[src/design/storePath_settings.svh]
// Store path settings
// Widths, store queue depth and the memory map shared by the store path

`ifndef STORE_PATH_SETTINGS_SVH
`define STORE_PATH_SETTINGS_SVH

`define STORE_ADDR_WIDTH 32
`define STORE_DATA_WIDTH 32

// Entries in the store queue
`define STORE_QUEUE_DEPTH 4

// Memory map
`define STORE_MEM_LIMIT 32'h0001_0000
`define STORE_SERIAL_ADDR 32'h4000_0000

`define STORE_COUNTER_WIDTH 16

`endif
[src/design/StorePathTypes.sv]
// Store path types
// Committed and routed store entries, the target tag and the
// performance counter bundle

`include "storePath_settings.svh"

package StorePathTypes;

    typedef logic [`STORE_ADDR_WIDTH-1:0] StoreAddrPath;
    typedef logic [`STORE_DATA_WIDTH-1:0] StoreDataPath;
    typedef logic [`STORE_COUNTER_WIDTH-1:0] StoreCounterPath;

    // Byte-wide serial output
    typedef logic [7:0] SerialDataPath;

    // Store as it leaves commit
    typedef struct packed {
        StoreAddrPath addr;
        StoreDataPath data;
    } CommittedStore;

    // Destination picked by the memory map
    typedef enum logic [0:0] {
        TARGET_MEMORY = 1'b0,
        TARGET_SERIAL = 1'b1
    } StoreTarget;

    // Store tagged with its destination
    typedef struct packed {
        StoreTarget target;
        StoreAddrPath addr;
        StoreDataPath data;
    } RoutedStore;

    typedef struct packed {
        StoreCounterPath memStores;
        StoreCounterPath serialStores;
        StoreCounterPath droppedStores;
    } PerfCounters;

endpackage : StorePathTypes

[src/design/StorePath.sv]
// Store path top
// Router, store queue, committer and performance counters joined
// between the commit port and the memory and serial ports

module StorePath
    import StorePathTypes::*;
(
    input  logic clk,
    input  logic arstN,
    input  logic commitValid,
    output logic commitReady,
    input  CommittedStore commitEntry,
    output logic memAccessWE,
    output StoreAddrPath memAccessAddr,
    output StoreDataPath memAccessWriteData,
    input  logic memAccessWriteBusy,
    output logic serialWE,
    output SerialDataPath serialWriteData,
    output PerfCounters perfCounter
);

    // Router to queue
    logic routedValid;
    logic routedReady;
    RoutedStore routed;

    // Queue to committer
    logic headValid;
    logic headReady;
    RoutedStore head;

    logic dropPulse;

    StoreRouter storeRouter (
        .clk(clk),
        .arstN(arstN),
        .commitValid(commitValid),
        .commitEntry(commitEntry),
        .routedReady(routedReady),
        .commitReady(commitReady),
        .routedValid(routedValid),
        .routed(routed),
        .dropPulse(dropPulse)
    );

    StoreQueue storeQueue (
        .clk(clk),
        .arstN(arstN),
        .routedValid(routedValid),
        .routed(routed),
        .headReady(headReady),
        .routedReady(routedReady),
        .headValid(headValid),
        .head(head)
    );

    StoreCommitter storeCommitter (
        .clk(clk),
        .arstN(arstN),
        .headValid(headValid),
        .head(head),
        .memAccessWriteBusy(memAccessWriteBusy),
        .headReady(headReady),
        .memAccessWE(memAccessWE),
        .memAccessAddr(memAccessAddr),
        .memAccessWriteData(memAccessWriteData),
        .serialWE(serialWE),
        .serialWriteData(serialWriteData)
    );

    StorePerfCounter storePerfCounter (
        .clk(clk),
        .arstN(arstN),
        .dropPulse(dropPulse),
        .memAccessWE(memAccessWE),
        .serialWE(serialWE),
        .perfCounter(perfCounter)
    );

endmodule : StorePath

[src/design/StorePerfCounter.sv]
// Store performance counters
// Saturating counts of memory writes, serial writes and dropped stores

module StorePerfCounter
    import StorePathTypes::*;
(
    input  logic clk,
    input  logic arstN,
    input  logic dropPulse,
    input  logic memAccessWE,
    input  logic serialWE,
    output PerfCounters perfCounter
);

    // Sticks at all ones
    function automatic StoreCounterPath satIncrement(input StoreCounterPath value);
        return (value == '1) ? value : value + 1'b1;
    endfunction

    always_ff @(posedge clk or negedge arstN) begin
        if (!arstN) begin
            perfCounter <= '0;
        end
        else begin
            if (memAccessWE) begin
                perfCounter.memStores <= satIncrement(perfCounter.memStores);
            end
            if (serialWE) begin
                perfCounter.serialStores <= satIncrement(perfCounter.serialStores);
            end
            if (dropPulse) begin
                perfCounter.droppedStores <= satIncrement(perfCounter.droppedStores);
            end
        end
    end

endmodule : StorePerfCounter

[src/design/StoreCommitter.sv]
// Store committer
// Drains the store queue head to the memory write port or the serial
// port, one registered write per popped entry

module StoreCommitter
    import StorePathTypes::*;
(
    input  logic clk,
    input  logic arstN,
    input  logic headValid,
    input  RoutedStore head,
    input  logic memAccessWriteBusy,
    output logic headReady,
    output logic memAccessWE,
    output StoreAddrPath memAccessAddr,
    output StoreDataPath memAccessWriteData,
    output logic serialWE,
    output SerialDataPath serialWriteData
);

    logic pop;
    logic popMemory;
    logic popSerial;

    // Serial port never stalls; memory waits for busy to clear
    assign headReady = (head.target == TARGET_SERIAL) || !memAccessWriteBusy;

    assign pop = headValid && headReady;
    assign popMemory = pop && (head.target == TARGET_MEMORY);
    assign popSerial = pop && (head.target == TARGET_SERIAL);

    // One-cycle write enables
    always_ff @(posedge clk or negedge arstN) begin
        if (!arstN) begin
            memAccessWE <= 1'b0;
            serialWE <= 1'b0;
        end
        else begin
            memAccessWE <= popMemory;
            serialWE <= popSerial;
        end
    end

    always_ff @(posedge clk) begin
        if (popMemory) begin
            memAccessAddr <= head.addr;
            memAccessWriteData <= head.data;
        end
        if (popSerial) begin
            // Low byte only
            serialWriteData <= head.data[7:0];
        end
    end

endmodule : StoreCommitter

[src/design/StoreQueue.sv]
// Store queue
// Circular buffer of routed stores between the router and the committer.
// Absorbs the stores held back while the memory port is busy.

`include "storePath_settings.svh"

module StoreQueue
    import StorePathTypes::*;
(
    input  logic clk,
    input  logic arstN,
    input  logic routedValid,
    input  RoutedStore routed,
    input  logic headReady,
    output logic routedReady,
    output logic headValid,
    output RoutedStore head
);

    localparam int DEPTH = `STORE_QUEUE_DEPTH;
    localparam int PTR_WIDTH = (DEPTH > 1) ? $clog2(DEPTH) : 1;
    localparam int COUNT_WIDTH = $clog2(DEPTH + 1);

    typedef logic [PTR_WIDTH-1:0] QueuePtr;

    RoutedStore entries [DEPTH];
    QueuePtr headPtr;
    QueuePtr tailPtr;
    logic [COUNT_WIDTH-1:0] count;
    logic pushEn;
    logic popEn;

    // Wraps at the last entry, so any depth works
    function automatic QueuePtr nextPtr(input QueuePtr ptr);
        return (ptr == QueuePtr'(DEPTH - 1)) ? '0 : ptr + 1'b1;
    endfunction

    assign routedReady = (count != COUNT_WIDTH'(DEPTH));
    assign headValid = (count != '0);
    assign head = entries[headPtr];

    assign pushEn = routedValid && routedReady;
    assign popEn = headValid && headReady;

    always_ff @(posedge clk) begin
        if (pushEn) begin
            entries[tailPtr] <= routed;
        end
    end

    always_ff @(posedge clk or negedge arstN) begin
        if (!arstN) begin
            headPtr <= '0;
            tailPtr <= '0;
            count <= '0;
        end
        else begin
            if (pushEn) begin
                tailPtr <= nextPtr(tailPtr);
            end
            if (popEn) begin
                headPtr <= nextPtr(headPtr);
            end
            // Simultaneous push and pop leaves the count alone
            case ({pushEn, popEn})
                2'b10: count <= count + 1'b1;
                2'b01: count <= count - 1'b1;
                default: count <= count;
            endcase
        end
    end

endmodule : StoreQueue

[src/design/StoreRouter.sv]
// Store router
// Decodes each committed store against the memory map, tags it with its
// target and holds it in a single output register. Stores outside both
// regions are accepted, discarded and flagged on dropPulse.

`include "storePath_settings.svh"

module StoreRouter
    import StorePathTypes::*;
(
    input  logic clk,
    input  logic arstN,
    input  logic commitValid,
    input  CommittedStore commitEntry,
    input  logic routedReady,
    output logic commitReady,
    output logic routedValid,
    output RoutedStore routed,
    output logic dropPulse
);

    logic accept;
    logic inRange;
    StoreTarget target;

    // Free register, or one that drains this cycle
    // Held low while in reset
    assign commitReady = arstN && (!routedValid || routedReady);
    assign accept = commitValid && commitReady;

    // Memory map decode
    always_comb begin
        target = TARGET_MEMORY;
        inRange = 1'b0;
        if (commitEntry.addr == `STORE_SERIAL_ADDR) begin
            target = TARGET_SERIAL;
            inRange = 1'b1;
        end
        else if (commitEntry.addr < `STORE_MEM_LIMIT) begin
            inRange = 1'b1;
        end
    end

    assign dropPulse = accept && !inRange;

    always_ff @(posedge clk or negedge arstN) begin
        if (!arstN) begin
            routedValid <= 1'b0;
        end
        else if (accept && inRange) begin
            routedValid <= 1'b1;
        end
        else if (routedReady) begin
            routedValid <= 1'b0;
        end
    end

    // Payload stage
    always_ff @(posedge clk) begin
        if (accept && inRange) begin
            routed.target <= target;
            routed.addr <= commitEntry.addr;
            routed.data <= commitEntry.data;
        end
    end

endmodule : StoreRouter

[config.mk]
export PLATFORM = sky130hd
export DESIGN_NAME = StorePath
export DESIGN_NICKNAME = d
export VERILOG_FILES = /design/src/design/StorePathTypes.sv /design/src/design/StorePath.sv /design/src/design/StorePerfCounter.sv /design/src/design/StoreCommitter.sv /design/src/design/StoreQueue.sv /design/src/design/StoreRouter.sv
export VERILOG_INCLUDE_DIRS = /design/src /design/src/design
export SDC_FILE = /design/constraint.sdc
export NUM_CORES = 1
export LEC_CHECK = 0
export BUFFER_PORTS_ARGS = -buffer_cell sky130_fd_sc_hd__buf_4
export CAP_MARGIN = 5
export CELL_PAD_IN_SITES_DETAIL_PLACEMENT = 0
export CELL_PAD_IN_SITES_GLOBAL_PLACEMENT = 1
export CORE_ASPECT_RATIO = 0.5
export CORE_UTILIZATION = 54
export DETAILED_ROUTE_END_ITERATION = 10
export PLACE_DENSITY = 0.92
export SETUP_SLACK_MARGIN = 0.02
export SLEW_MARGIN = 10
export SYNTH_ARGS = -nofsm -noshare
export SYNTH_HDL_FRONTEND = slang
export SYNTH_SLANG_ARGS = --single-unit
[constraint.sdc]
create_clock -name clk -period 15.29 [get_ports clk]
set_input_delay 1.529 -clock clk [delete_from_list [all_inputs] [get_ports clk]]
set_output_delay 1.529 -clock clk [all_outputs]
set_load 0.01 [all_outputs]
==> metrics.md <==
| Metric | Value |
|---|---|
| First-pass GRT wire length | `47200 um` |
| Endpoints failing hold | `0` |
| Clock tree buffer depth | `3` |
| Pin count of the biggest net entering global routing | `68` |
| Die Width | `248 um` |
| Routed len/inst | `22.1 um` |
| MaxCap Viol Count | `0` |
| Die Area | `0.0310 mm^2` |
| DRT iter0 DRCs | `568` |
| Post-Syn Area per Cell | `21.8 um^2` |
| Post-synthesis mux area share | `0.0923` |
| Yosys reg bits | `455` |
| Post_cts resized | `0` |
| Port bufs | `190` |
| Syn Nets | `827` |
| Number of CTS-inserted buffers | `38` |
| Mapped Cells | `749` |
| Area share of fa/ha/maj cells after synthesis | `0.00812` |
| Clock transition at path regs | `0.06 ns` |
| Final ANT Viol Nets | `0` |
| Total grt overflow | `0` |
| Leak | `6.78 nW` |
| Required time worst endpoint | `15.45 ns` |
| Mapped Area | `0.0163 mm^2` |
| CP endpoint kind | `register` |
| TritonCTS clock tree | `built` |
| Setup TNS | `0 ns` |
| Starting Density | `0.557` |
| Largest family of logic cells by synthesized area | `multiplexers` |
| Pre-antenna DRT Iters | `5` |
| Synth Area in Compound Gates | `0.00475` |
| CTS Sinks | `455` |
| P&R area growth vs syn | `18.5%` |
| Clk_lat worst skew | `0.53 ns` |
| Via count | `7670` |
| H-tree Lvls | `2` |
| Simple logic cell fraction of the synthesized area | `0.0442` |
| Crit-path max FO | `35` |
| Clock skew | `0.0135 ns` |
| Vias in the first global route | `8028` |
| Site Rows | `44` |
| Seq/Total Area, Yosys | `0.818` |
| Hold Path Class | `reg2reg` |
| Headroom to the max-slew limit | `0.276` |
| Ratio of cells with drive above 1 in the final layout | `0.329` |
| HPWL Detailed | `18100 um` |
| Gr usage total | `0.205` |
| Die Ht | `125 um` |
| Setup violations, final | `0` |
| Yosys warning count | `0` |
| Setup bufs post-CTS | `0` |
| Max Slew Vio Count | `0` |
| Crit Path Class | `in2reg` |
| Initial antenna violation count | `1` |
| Root buffer cell | `clkbuf_16` |
| Crit path time final | `4.55 ns` |
| NumNets Final | `1043` |
| Crit path DAT | `4.71 ns` |
| Drt via density | `5.55` |
| Fmax | `220 MHz` |
| Type of origin of the critical path | `input port` |
| Placed cell area | `0.0182 mm^2` |
| RSZ-0062 raised after global routing | `no` |
| Pwr dens | `158 mW/mm^2` |
| Design area | `0.0194 mm^2` |
| Core Box Area | `0.0293 mm^2` |
| # DRC | `0` |
| Hold-fix buffers at CTS | `0` |
| XOR/XNOR Fraction of Synth Area | `0.0241` |
| Peak supply drop | `86.9 uV` |
| Yosys cell types | `40` |
| Worst Max-Slew Pin Slew | `1.09 ns` |
| Boundary pin count | `191` |
| Fin crit share | `0.298` |
| Drt total wl | `30600 um` |
| Status | `finished clean` |
| Gpl congestion | `0.771` |
-- where the power goes --
group          total, mW  switching (mW)  internal, mW
clock network      0.899           0.414         0.485
registers           1.61           0.121          1.49
logic              0.557           0.249         0.308
-- registers in the layout (all words and copies together) (netlist names) --
signal and flops:
storeCommitter.memAccessWE 1, storeRouter.routed 65, storeQueue.entries 260, storeCommitter.serialWE 1, storeCommitter.memAccessWriteData 32, storePerfCounter.perfCounter 48, storeCommitter.memAccessAddr 32, storeCommitter.serialWriteData 8
storeQueue.tailPtr 2, storeQueue.headPtr 2, storeQueue.count 3, storeRouter.routedValid 1
-- Yosys cell counts, drive strengths merged --
master	n	share of area
edfxtp	397	0.73
mux4	65	0.090
dfrtp	58	0.089
xnor2	32	0.017
nand2	25	0.0057
nand3	20	0.0061
nand4	19	0.0077
nor2	15	0.0034
nor3	13	0.0047
xor2	13	0.0070
and3	12	0.0049
buf	12	0.0042
inv	11	0.0025
nor4	11	0.0051
ha	9	0.0069
clkbuf	6	0.0014
a21o	3	0.0014
and2	3	0.0011
and4	3	0.0018
mux2	3	0.0021
o21ai	3	0.00092
or3	3	0.0011
a21oi	2	0.00061
nor2b	2	0.00077
a31oi	1	0.00038
fa	1	0.0012
mux2i	1	0.00061
nand3b	1	0.00046
nand4bb	1	0.00069
nor4b	1	0.00054
o21a	1	0.00046
o21bai	1	0.00046
o31a	1	0.00054
-- stage by stage --
stage | hold slack, ns | std cells | utilization | setup slack, ns | power (mW)
after CTS | 0.496 | 1382 | 0.660 | 10.73 | 3.10
after global routing | 0.502 | 1383 | 0.660 | 10.63 | 3.19
final | 0.495 | 1383 | 0.660 | 10.74 | 3.07
after global placement | 0.467 | 1316 | 0.621 | 10.30 | 2.18
after floorplan | 0.459 | 749 | - | 8.68 | 1.95
after detailed placement | 0.482 | 1316 | 0.621 | 10.17 | 2.21
-- cells in the final DEF (no fill, tap or decap), types with 3 or more instances in the layout --
cell and instances:
and3_4 5, mux4_2 65, xnor2_1 32, xor2_1 13
nand3_1 20, nor2_1 14, inv_1 11, dfrtp_1 56
ha_1 9, clkbuf_16 39, nor3_1 11, nand4_1 18
nor4_1 10, or3_1 3, and3_1 7, and2_1 3
clkinv_1 7, nand2_1 25, edfxtp_1 397, buf_4 194
mux2_2 3, clkinv_2 8, clkbuf_1 8, a21o_1 3
o21ai_0 3
-- cells by family (layout without fill, tap and decap cells) --
family / count (synthesis) / after routing
flip-flops: 455 / 455
AND/OR/NAND/NOR: 129 / 129
multiplexers: 69 / 69
XOR/XNOR: 45 / 45
buffers and inverters: 29 / 271
AO/OA/AOI/OAI: 12 / 12
adder cells (fa/ha/maj): 10 / 10
other: 0 / 1
-- worst max-delay path, stage by stage --
cell      delay, ns
buf_4          0.11
nor4_1         0.66
nand3b_1       0.26
or3_1          0.43
a21o_1         0.26
nor2_4         0.81
buf_4          0.62
-- layout make-up --
cell class | instances | area (um^2)
Tap cell | 391 | 489
Clock buffer | 47 | 1010
Inverter | 11 | 41.3
Fill cell | 1858 | 9980
Clock inverter | 19 | 120
Sequential cell | 455 | 13400
Antenna cell | 1 | 2.50
Timing Repair Buffer | 194 | 1460
Multi-Input combinational cell | 265 | 2870
-- final timing paths --
check                      cells after the start  slack, ns                                      endpoint                               from
hold / removal                                 0       0.50           storeQueue.entries[0][19]$_DFFE_PP_   storeRouter.routed[19]$_DFFE_PP_
min in group asynchronous                      1       1.05  storePerfCounter.perfCounter[35]$_DFFE_PN0P_                              arstN
setup / recovery                               7      10.74              storeRouter.routed[48]$_DFFE_PP_                    commitEntry[32]
hold reg to reg                                0       0.50           storeQueue.entries[0][19]$_DFFE_PP_   storeRouter.routed[19]$_DFFE_PP_
max in group asynchronous                      1      13.63             storeQueue.headPtr[0]$_DFFE_PN0N_                              arstN
setup reg to reg                               9      12.40               storeQueue.count[2]$_DFFE_PN0P_  storeQueue.headPtr[1]$_DFFE_PN0N_
-- routing by layer --
metal / vias to the layer above / global-route usage / wire [um]
met5: - / 0 / 0
met2: 180 / 0.339 / 15700
met4: 0 / 0.0783 / 975
met3: 65 / 0.0432 / 1530
li1: 3447 / - / -
met1: 3978 / 0.271 / 12400
Note: power is estimated with default switching activity, not from simulation.
